$ cat config.mk
export PLATFORM = sky130hd
export DESIGN_NAME = exception_top
export DESIGN_NICKNAME = d
export VERILOG_FILES = /design/src/logic/mips_pkg.sv /design/src/logic/cp0_pkg.sv /design/src/logic/cp0_regs.sv /design/src/logic/exception.sv /design/src/logic/exception_top.sv /design/src/logic/int_sync.sv
export SDC_FILE = /design/constraint.sdc
export NUM_CORES = 1
export LEC_CHECK = 0
export ABC_AREA = 1
export CORE_MARGIN = 10
export CORE_UTILIZATION = 45
export CTS_BUF_LIST = sky130_fd_sc_hd__clkbuf_4
export DETAILED_ROUTE_END_ITERATION = 10
export DONT_BUFFER_PORTS = 1
export GPL_ROUTABILITY_DRIVEN = 0
export GPL_TIMING_DRIVEN = 1
export SLEW_MARGIN = 20
export SYNTH_ARGS = -nofsm -noshare
export SYNTH_HDL_FRONTEND = slang
export SYNTH_SLANG_ARGS = --single-unit
$ cat constraint.sdc
create_clock -name clk -period 5.16 [get_ports clk]
set_input_delay 0 -clock clk [delete_from_list [all_inputs] [get_ports clk]]
set_output_delay 0 -clock clk [all_outputs]
set_load 0.02 [all_outputs]
$ cat src/logic/mips_pkg.sv
`default_nettype none

package mips_pkg;

    // number of hardware interrupt lines into Cause.IP[7:2]
    localparam int unsigned n_hw_int = 6;

    // machine word for pc, addresses and data
    typedef logic [31:0] word_t;

    // general exception vector, BEV=0 variant not modelled
    localparam word_t exc_entry = 32'hbfc0_0380;

    // ExcCode values as they appear in Cause[6:2]
    typedef enum logic [4:0] {
        code_int  = 5'd0,
        code_adel = 5'd4,
        code_ades = 5'd5,
        code_sys  = 5'd8,
        code_bp   = 5'd9,
        code_ri   = 5'd10,
        code_ov   = 5'd12
    } exc_code_t;

    // flags from the committing instruction
    typedef struct packed {
        logic  instr_valid;
        word_t pc;
        // faulting address, equals pc on a fetch fault
        word_t vaddr;
        logic  in_delay_slot;
        logic  eret;
        // fetch address error
        logic  exception_instr;
        // reserved instruction
        logic  exception_ri;
        // arithmetic overflow
        logic  exception_of;
        logic  exception_sys;
        logic  exception_bp;
        // data address error on load / store
        logic  exception_load;
        logic  exception_save;
    } exception_pipeline_t;

    // one ranked exception, handed to CP0 and to fetch
    typedef struct packed {
        logic      valid;
        exc_code_t code;
        word_t     pc;
        logic      in_delay_slot;
        word_t     badvaddr;
        // handler entry address
        word_t     location;
    } exception_t;

endpackage

`default_nettype wire

$ cat src/logic/cp0_pkg.sv
`default_nettype none

package cp0_pkg;

    import mips_pkg::*;

    // Status (CP0 reg 12), only the fields this core implements
    typedef struct packed {
        logic [15:0] reserved_31_16;
        logic [7:0]  IM;
        logic [4:0]  reserved_7_3;
        logic        ERL;
        logic        EXL;
        logic        IE;
    } cp0_status_t;

    // Cause (CP0 reg 13)
    typedef struct packed {
        logic        BD;
        logic        TI;
        logic [13:0] reserved_29_16;
        // IP[7:2] hardware lines, IP[1:0] software
        logic [7:0]  IP;
        logic        reserved_7;
        exc_code_t   ExcCode;
        logic [1:0]  reserved_1_0;
    } cp0_cause_t;

    // register numbers for mtc0 / mfc0, select 0 only
    typedef enum logic [4:0] {
        cp0_badvaddr = 5'd8,
        cp0_count    = 5'd9,
        cp0_compare  = 5'd11,
        cp0_status   = 5'd12,
        cp0_cause    = 5'd13,
        cp0_epc      = 5'd14
    } cp0_reg_t;

    // mtc0 write port
    typedef struct packed {
        logic     valid;
        cp0_reg_t addr;
        word_t    data;
    } cp0_write_t;

    // boot state, ERL set so interrupts stay off until software clears it
    localparam cp0_status_t status_reset = '{
        reserved_31_16: '0, IM: '0, reserved_7_3: '0, ERL: 1'b1, EXL: 1'b0, IE: 1'b0
    };

endpackage

`default_nettype wire

$ cat src/logic/cp0_regs.sv
`timescale 1ns/1ps
`default_nettype none

module cp0_regs
    import mips_pkg::*;
    import cp0_pkg::*;
(
    input  logic                clk,
    input  logic                rst_n,
    input  logic [n_hw_int-1:0] ext_int_sync,
    input  exception_t          exception,
    input  logic                eret,
    input  cp0_write_t          cp0_wr,
    input  cp0_reg_t            cp0_raddr,
    output word_t               cp0_rdata,
    output cp0_status_t         cp0_status,
    output logic [7:0]          interrupt_info,
    output word_t               epc
);

    cp0_status_t status_q;
    cp0_status_t status_wr;
    cp0_cause_t  cause_q;
    cp0_cause_t  cause_wr;
    cp0_cause_t  cause_view;
    word_t       epc_q;
    word_t       badvaddr_q;
    word_t       count_q;
    word_t       compare_q;
    logic        count_tick;
    logic        ti_q;
    logic        exc_commit;
    logic        eret_commit;
    logic        wr_commit;
    logic        addr_exc;

    // a committing exception cancels eret and mtc0 of the same instruction
    assign exc_commit  = exception.valid;
    assign eret_commit = eret & ~exception.valid;
    assign wr_commit   = cp0_wr.valid & ~exception.valid;
    assign addr_exc    = (exception.code == code_adel) || (exception.code == code_ades);

    assign status_wr = cp0_wr.data;
    assign cause_wr  = cp0_wr.data;

    always_ff @(posedge clk) begin
        if (!rst_n) begin
            status_q <= status_reset;
        end else if (exc_commit) begin
            status_q.EXL <= 1'b1;
        end else if (eret_commit) begin
            // error level is left first
            if (status_q.ERL) begin
                status_q.ERL <= 1'b0;
            end else begin
                status_q.EXL <= 1'b0;
            end
        end else if (wr_commit && cp0_wr.addr == cp0_pkg::cp0_status) begin
            status_q.IM  <= status_wr.IM;
            status_q.ERL <= status_wr.ERL;
            status_q.EXL <= status_wr.EXL;
            status_q.IE  <= status_wr.IE;
        end
    end

    // stored Cause holds BD, ExcCode and the software IP bits
    always_ff @(posedge clk) begin
        if (!rst_n) begin
            cause_q <= '0;
        end else if (exc_commit) begin
            if (!status_q.EXL) begin
                cause_q.BD <= exception.in_delay_slot;
            end
            cause_q.ExcCode <= exception.code;
        end else if (wr_commit && cp0_wr.addr == cp0_cause) begin
            cause_q.IP[1:0] <= cause_wr.IP[1:0];
        end
    end

    // nested exception keeps the first return address
    always_ff @(posedge clk) begin
        if (!rst_n) begin
            epc_q <= '0;
        end else if (exc_commit) begin
            if (!status_q.EXL) begin
                epc_q <= exception.in_delay_slot ? exception.pc - 32'd4 : exception.pc;
            end
        end else if (wr_commit && cp0_wr.addr == cp0_epc) begin
            epc_q <= cp0_wr.data;
        end
    end

    // address errors only
    always_ff @(posedge clk) begin
        if (!rst_n) begin
            badvaddr_q <= '0;
        end else if (exc_commit && addr_exc) begin
            badvaddr_q <= exception.badvaddr;
        end
    end

    // Count runs at half the core clock
    always_ff @(posedge clk) begin
        if (!rst_n) begin
            count_tick <= 1'b0;
            count_q    <= '0;
            compare_q  <= '0;
            ti_q       <= 1'b0;
        end else begin
            count_tick <= ~count_tick;
            if (wr_commit && cp0_wr.addr == cp0_count) begin
                count_q <= cp0_wr.data;
            end else if (count_tick) begin
                count_q <= count_q + 32'd1;
            end
            if (wr_commit && cp0_wr.addr == cp0_compare) begin
                compare_q <= cp0_wr.data;
            end
            // writing Compare acknowledges the timer
            if (wr_commit && cp0_wr.addr == cp0_compare) begin
                ti_q <= 1'b0;
            end else if (count_q == compare_q) begin
                ti_q <= 1'b1;
            end
        end
    end

    // live view with hardware interrupt lines merged in
    always_comb begin
        cause_view         = cause_q;
        cause_view.TI      = ti_q;
        cause_view.IP[7]   = ext_int_sync[5] | ti_q;
        cause_view.IP[6:2] = ext_int_sync[4:0];
    end

    // mfc0
    always_comb begin
        case (cp0_raddr)
            cp0_badvaddr:          cp0_rdata = badvaddr_q;
            cp0_count:             cp0_rdata = count_q;
            cp0_compare:           cp0_rdata = compare_q;
            cp0_pkg::cp0_status:   cp0_rdata = status_q;
            cp0_cause:             cp0_rdata = cause_view;
            cp0_epc:               cp0_rdata = epc_q;
            default:               cp0_rdata = '0;
        endcase
    end

    assign cp0_status     = status_q;
    assign interrupt_info = cause_view.IP & status_q.IM;
    assign epc            = epc_q;

endmodule

`default_nettype wire

$ cat src/logic/exception.sv
`timescale 1ns/1ps
`default_nettype none

module exception
    import mips_pkg::*;
    import cp0_pkg::*;
(
    input  exception_pipeline_t pipe,
    input  logic [7:0]          interrupt_info,
    input  cp0_status_t         cp0_status,
    input  logic                rst_n,
    output logic                exception_valid,
    output word_t               pcexception,
    output exception_t          exception
);

    logic      interrupt_valid;
    logic      instr_exc;
    exc_code_t instr_code;

    // pending and unmasked request, taken only in normal mode with IE set
    assign interrupt_valid = (interrupt_info != 8'h00)
                           & cp0_status.IE
                           & ~cp0_status.EXL
                           & ~cp0_status.ERL;

    // instruction exceptions in commit order, no flag counts on a bubble
    always_comb begin
        instr_exc  = pipe.instr_valid;
        instr_code = code_int;
        if (!pipe.instr_valid) begin
            instr_exc = 1'b0;
        end else if (pipe.exception_instr) begin
            instr_code = code_adel;
        end else if (pipe.exception_ri) begin
            instr_code = code_ri;
        end else if (pipe.exception_of) begin
            instr_code = code_ov;
        end else if (pipe.exception_sys) begin
            instr_code = code_sys;
        end else if (pipe.exception_bp) begin
            instr_code = code_bp;
        end else if (pipe.exception_load) begin
            instr_code = code_adel;
        end else if (pipe.exception_save) begin
            instr_code = code_ades;
        end else begin
            instr_exc = 1'b0;
        end
    end

    assign exception_valid = (interrupt_valid | instr_exc) & rst_n;

    // the interrupt is taken on top of whatever the instruction raised
    always_comb begin
        exception.valid         = exception_valid;
        exception.code          = interrupt_valid ? code_int : instr_code;
        exception.pc            = pipe.pc;
        exception.in_delay_slot = pipe.in_delay_slot;
        exception.badvaddr      = pipe.vaddr;
        exception.location      = exc_entry;
    end

    // single vector, no BEV or IV variants
    assign pcexception = exc_entry;

endmodule

`default_nettype wire

$ cat src/logic/exception_top.sv
`timescale 1ns/1ps
`default_nettype none

module exception_top
    import mips_pkg::*;
    import cp0_pkg::*;
(
    input  logic                clk,
    input  logic                rst_n,
    input  logic [n_hw_int-1:0] ext_int,
    input  exception_pipeline_t pipe,
    input  cp0_write_t          cp0_wr,
    input  cp0_reg_t            cp0_raddr,
    output exception_t          exception,
    output logic                exception_valid,
    output word_t               pcexception,
    output word_t               epc,
    output word_t               cp0_rdata
);

    logic [n_hw_int-1:0] ext_int_sync;
    cp0_status_t         cp0_status;
    logic [7:0]          interrupt_info;

    // external lines into the core clock domain
    int_sync u_int_sync (
        .clk          (clk),
        .rst_n        (rst_n),
        .ext_int      (ext_int),
        .ext_int_sync (ext_int_sync)
    );

    // coprocessor 0, commits the record from the ranking logic
    cp0_regs u_cp0_regs (
        .clk            (clk),
        .rst_n          (rst_n),
        .ext_int_sync   (ext_int_sync),
        .exception      (exception),
        .eret           (pipe.eret),
        .cp0_wr         (cp0_wr),
        .cp0_raddr      (cp0_raddr),
        .cp0_rdata      (cp0_rdata),
        .cp0_status     (cp0_status),
        .interrupt_info (interrupt_info),
        .epc            (epc)
    );

    // combinational ranking at commit
    exception u_exception (
        .pipe            (pipe),
        .interrupt_info  (interrupt_info),
        .cp0_status      (cp0_status),
        .rst_n           (rst_n),
        .exception_valid (exception_valid),
        .pcexception     (pcexception),
        .exception       (exception)
    );

endmodule

`default_nettype wire

$ cat src/logic/int_sync.sv
`timescale 1ns/1ps
`default_nettype none

module int_sync
    import mips_pkg::*;
(
    input  logic                clk,
    input  logic                rst_n,
    input  logic [n_hw_int-1:0] ext_int,
    output logic [n_hw_int-1:0] ext_int_sync
);

    // first stage may go metastable, never read outside this block
    logic [n_hw_int-1:0] sync_meta;
    logic [n_hw_int-1:0] sync_q;

    always_ff @(posedge clk) begin
        if (!rst_n) begin
            sync_meta <= '0;
            sync_q    <= '0;
        end else begin
            sync_meta <= ext_int;
            sync_q    <= sync_meta;
        end
    end

    assign ext_int_sync = sync_q;

endmodule

`default_nettype wire

# Yosys cells after proc, flatten, opt, wreduce, memory -nomap -nowiden
# Cells that the tools add are included.
[totals] ff_bits=161 latch_bits=0 ramBits=0 mem_bits_ro=0 output_inout_bits=200 n_memories=0
[classes] add_sub_neg=2 mul=0 div=0 magnitude_cmp=0 n_eq_ne=16 shift=0 n_mux=28 bitwise=15 n_reduce_logical=19
[op_table] op="32-bit 2-to-1 mux" count=6
[op_table] op="32-bit one-hot mux with 6 select lines" count=1
[op_table] op="5-bit by 4-bit equality test with 1-bit output, second input constant" count=11
[op_table] op="5-bit 2-to-1 mux" count=8
[op_table] op="32-bit by 1-bit adder with 32-bit output, second input constant" count=1
[op_table] op="32-bit equality test" count=1
[op_table] op="32-bit by 3-bit subtractor with 32-bit output, second input constant" count=1
[op_table] op="5-bit by 3-bit equality test with 1-bit output, second input constant" count=2
[op_table] op="1-bit 2-to-1 mux" count=10
[op_table] op="2-bit AND reduction" count=5
[op_table] op="8-bit AND" count=1
[op_table] op="8-bit nonzero test" count=1
[op_table] op="1-bit AND" count=6
[op_table] op="1-bit logical AND" count=6
[op_table] op="3-bit 2-to-1 mux" count=2
[op_table] op="1-bit inverter" count=6
[op_table] op="2-bit nonzero test" count=3
[op_table] op="3-bit inequality test, second input constant" count=1
[op_table] op="3-bit AND reduction" count=1
[op_table] op="3-bit nonzero test" count=1
[op_table] op="2-bit 2-to-1 mux" count=1
[op_table] op="2-bit inequality test, second input constant" count=1
[op_table] op="1-bit bitwise OR" count=2
[op_table] op="2-bit OR reduction" count=1
[op_table] op="1-bit logical OR" count=1

# Depth between registers and ports, before layout
[depth] ltp_word=16 ltp_mapped=14 ltp_nobuf=14

# Modules after synthesis
# From an unflattened synthesis, not the netlist that was laid out.
[unflattened] hier_cells=1536 hier_area_um2=10457.5
[modules_own_cells] mod="cp0_regs" n_inst=1 cells_per_inst=1329 area_each_um2=8974.9 seq_area_each_um2=2982.9
[modules_own_cells] mod="exception" n_inst=1 cells_per_inst=170 area_each_um2=1141.1 seq_area_each_um2=0.0
[modules_own_cells] mod="int_sync" n_inst=1 cells_per_inst=37 area_each_um2=341.6 seq_area_each_um2=240.2

# Least setup slack after synthesis
# Ideal clock, no wire load.
[synth_path] path_kind="register -> register" from="register u_cp0_regs.count_q[0]" to="register u_cp0_regs.count_q[10]" arrival_ps=1633 required_ps=5032 path_slack_ps=3399 stages_incl_launch_ff=12 synth_period_minus_slack_ps=1761 cell_sequence="dfxtp_1 > ha_1 > inv_1 > nor2_1 > nand2_1 > nor2_1 > xor2_1 > nor2_1 > nand2_1 > nand2_1 > nor2_1 > nor2_1"
[synth_via] elab_chain_cells=3
[synth_rtl] element="start: declaration" line="cp0_regs.sv:28" rtl="word_t count_q;"
[synth_rtl] element="start signal: assignment" line="cp0_regs.sv:112" rtl="count_q <= cp0_wr.data;"
[synth_rtl] element="start signal: assignment" line="cp0_regs.sv:114" rtl="count_q <= count_q + 32'd1;"
[synth_rtl] element="32-bit by 1-bit adder with 32-bit output" line="cp0_regs.sv:114"
[synth_rtl] element="32-bit 2-to-1 mux" line="cp0_regs.sv:113" rtl="end else if (count_tick) begin"
[synth_rtl] element="32-bit 2-to-1 mux" line="cp0_regs.sv:111" rtl="if (wr_commit && cp0_wr.addr == cp0_count) begin"
# Every way passes these cells. The select of a mux whose other input is x is not followed.
# A chain may end at the register's enable or synchronous reset.

# Worst setup path in the final report
[layout_path] from="register u_cp0_regs.status_q (netlist bit u_cp0_regs.cp0_status[9])" to="register u_cp0_regs.status_q (netlist bit u_cp0_regs.cp0_status[15])"
[layout_via] elab_chain_cells=11
[layout_rtl] element="start: declaration" line="cp0_regs.sv:21" rtl="cp0_status_t status_q;"
[layout_rtl] element="start signal: assignment" line="cp0_regs.sv:48" rtl="status_q <= status_reset;"
[layout_rtl] element="8-bit AND *" line="cp0_regs.sv:150" rtl="assign interrupt_info = cause_view.IP & status_q.IM;"
[layout_rtl] element="8-bit nonzero test *" line="exception.sv:22" rtl="assign interrupt_valid = (interrupt_info != 8'h00)"
[layout_rtl] element="1-bit AND *" line="exception.sv:23" rtl="& cp0_status.IE"
[layout_rtl] element="1-bit AND *" line="exception.sv:24" rtl="& ~cp0_status.EXL"
[layout_rtl] element="1-bit AND *" line="exception.sv:25" rtl="& ~cp0_status.ERL;"
[layout_rtl] element="1-bit bitwise OR *" line="exception.sv:52" rtl="assign exception_valid = (interrupt_valid | instr_exc) & rst_n;"
[layout_rtl] element="1-bit AND *" line="exception.sv:52"
[layout_rtl] element="via exception_valid" line="exception_top.sv:15" rtl="output logic exception_valid,"
[layout_rtl] element="1-bit inverter *" line="cp0_regs.sv:39, cp0_regs.sv:40"
[layout_rtl] element="1-bit AND (on tied branches)" line="cp0_regs.sv:40, cp0_regs.sv:39"
[layout_rtl] element="1-bit logical AND or 1-bit inverter (tied branches)"
[layout_rtl] element="3-bit AND reduction (no source line) *"
# The timed path passes the listed nets; every way through them passes the cells marked *.

==> results.toml <==
[timing]
final_max_slew_viol_count = 0
postLayoutSetupSlackWorst_ns = 1.40
timing.final.hold_violations = 0
timing.final.crit_period_ns = 3.76
setup_viol_count_final = 0
fmax_mhz = 266
worstMarginPinSlew_ns = 1.15
finalSetupTns_ns = 0
rsz0062_at_grt = "false"
final.setup_skew_ns = 0.0268
whs_ns = 0.00000473
finalCritPeriodShare_pct = 73.0
maxSlewHeadroom_pct = 22.8

[detailed_routing]
first_iter_violations = 1538
met2WireLength_um = 20800
wirelength_met1_um = 17200
totalWireLength_um = 44600
detailroute.via_count = 11700
met3_length_um = 5070
drt-vias-per-instance = 5.48
highest_layer = "met5"
drt_pass1_iterations = 8
post_drt_wl_per_cell_um = 21.0
post-route-drc-count = 0
drtAntennaViolNets = 0

[clocking]
cts_buffers = 17
clk-insertion-delay-late_ns = 0.60
post-cts-setup-buffers = 0
h-tree-depth = 4
clock_sink_count = 160
cts_hold_repair.buffers = 163
clockRootBuffer = "clkbuf_4"
cts_repair_resize_count = 0
worst_setup_hold_path_clk_slew_ns = 0.17
tritoncts_clock_tree = "done"
clk_path_buf_depth = 2

[synthesis]
synth_largest_area_cell = "dfxtp_1"
synth_top_cells_by_area = "dfxtp_1 30%, nand2_1 15%, nor2_1 12%"
post_synthesis_cell_count = 1741
yosysWarningCount = 0
synth_sequential_area_ratio_pct = 29.6
synth.ff_latch_count = 160
synthesis.area_mm2 = 0.0108
synth-edff-count = 0
syn-mean-instance-area_um2 = 6.21
synth-main-ff-cell = "dfxtp_1"
synthArstFlopShare_pct = 0
unique_cell_type_count_in_the_yosys_netlist = 42
synth_top_area_share_pct = 29.6

[finish]
multi_input_area_mm2 = 0.00600
layout.cells.most_common_list = "422 x nand2_1, 355 x nor2_1, 161 x dlygate4sd3_1"
fillerInstances = 2446
regArea_mm2 = 0.00320
layout-area-overhead-vs-synth_pct = 13.0
layout_commonest_cell = "nand2_1"
fraction_of_layout_instances_using_a_drive_strength_above_1_pct = 4.33
nets = 1918

[worst_setup_path]
arrival_time_of_data_at_the_critical_path_endpoint_ns = 4.27
sort_of_element_at_the_start_of_the_critical_path = "flop"
critPathMaxFanout = 37
timing.critical_path.required_ns = 5.67
timing.critical_path.to_type = "flop"
criticalPathCategory = "flop to flop"

[global_route]
grt_antenna_before_repair = 8
grt_first_pass_wirelength_um = 66800
grt_pass1_vias = 11000
grt_overflow = 0
grtUsageTotal_pct = 27.9
grt_max_degree = 82

[place]
half_perimeter_wire_length_after_detailed_placement_um = 32300
preCtsSetupSlack_ns = 2.10
io_buffer_count = 0

[power_and_ir_drop]
p_leak_nw = 5.01
peakVddDrop_mv = 0.157
pwr_density_cell_mw_per_mm2 = 218

[floorplan]
die_area_mm2 = 0.0306
die_width_um = 175
design.portCount = 325
fp-row-count = 56
die_height_um = 175
core_area_mm2 = 0.0235
start_util_pct = 45.9

[status]
status = "finished clean"

[flow_run]
max_cap_violations = 0

[worst_hold_path]
hold_path.class = "input port to output pin"
-- path summary, 6_finish.rpt --
kind                                          startpoint  slack [ns]  cells past startpoint                          to
worst max register to register  u_cp0_regs.cp0_status[9]        1.40                     13   u_cp0_regs.cp0_status[15]
worst min register to register   u_int_sync.sync_meta[0]        0.43                      2  u_int_sync.ext_int_sync[0]
worst min-delay path                            pipe[21]    0.000005                      0               exception[44]
worst max-delay path            u_cp0_regs.cp0_status[9]        1.40                     13   u_cp0_regs.cp0_status[15]
-- synth_stat cells, types with 20 or more instances --
cell        n
a21oi_1    69
a22oi_1    28
buf_4     141
clkbuf_1   44
dfxtp_1   160
inv_1     134
nand2_1   424
nand3_1   105
nand4_1    47
nor2_1    355
o211ai_1   21
o21ai_0    59
xnor2_1    20
xor2_1     20
-- worst max-delay path, stage by stage, from the launching register on --
cell,delay [ns]
dfxtp_1,0.36
nand2_1,0.06
nand3_1,0.07
nor2_1,0.14
nand2_1,0.08
nand2_2,0.13
a21oi_4,0.18
buf_4,0.29
nor2_8,0.46
nand3_2,0.47
nor2_1,0.22
dlygate4sd3_1,0.58
nor2_1,0.05
dlygate4sd3_1,0.55
-- report_power, final --
part	total, mW	internal [mW]	switching, mW
clock network	0.879	0.352	0.526
registers	1.35	1.28	0.0723
logic	0.431	0.153	0.278
total	2.66	1.78	0.876
-- registers in the layout, summed over array words and instances, names as in the netlist --
name / count
u_cp0_regs.compare_q: 32
u_int_sync.ext_int_sync: 6
u_cp0_regs.count_tick: 1
u_cp0_regs.ti_q: 1
u_cp0_regs.badvaddr_q: 32
u_int_sync.sync_meta: 6
u_cp0_regs.count_q: 32
u_cp0_regs.cp0_status: 11
u_cp0_regs.epc: 32
u_cp0_regs.cause_q: 7
-- cells by family after synthesis --
logic type	share of synthesized area (%)
AND/OR/NAND/NOR	37.4
buffers and inverters	17.4
AO/OA/AOI/OAI	12.1
flip-flops	29.6
XOR/XNOR	3.24
adder cells (fa/ha/maj)	0.231
other	0.0695
-- per-layer routing --
| metal | GRT usage (%) | up-vias |
|---|---|---|
| met4 | 8.62 | 4 |
| met1 | 33.8 | 5346 |
| li1 | - | 5500 |
| met3 | 8.41 | 115 |
| met2 | 46.5 | 690 |
| met5 | 0 | - |
-- layout make-up --
cell class / count / area share, %
antenna: 6 / 0.123
clock buffer: 17 / 1.04
clock inverter: 14 / 1.58
inverter: 140 / 4.30
multi-input combinational: 1297 / 49.2
sequential: 160 / 26.2
tap: 319 / 3.27
timing repair buffer: 175 / 14.3
-- stage by stage --
step / std cells / utilization, % / total power [mW] / cell area (um2)
2_1_floorplan: 1804 / - / 1.70 / 11000
3_3_place_gp: 1928 / 43.4 / 1.65 / 10200
3_5_place_dp: 1928 / 43.4 / 1.66 / 10200
4_1_cts: 2122 / 51.8 / 2.65 / 12200
5_1_grt: 2128 / 51.9 / 2.75 / 12200
6_report: 2128 / 51.9 / 2.66 / 12200
(Power assumes the default switching activity.)
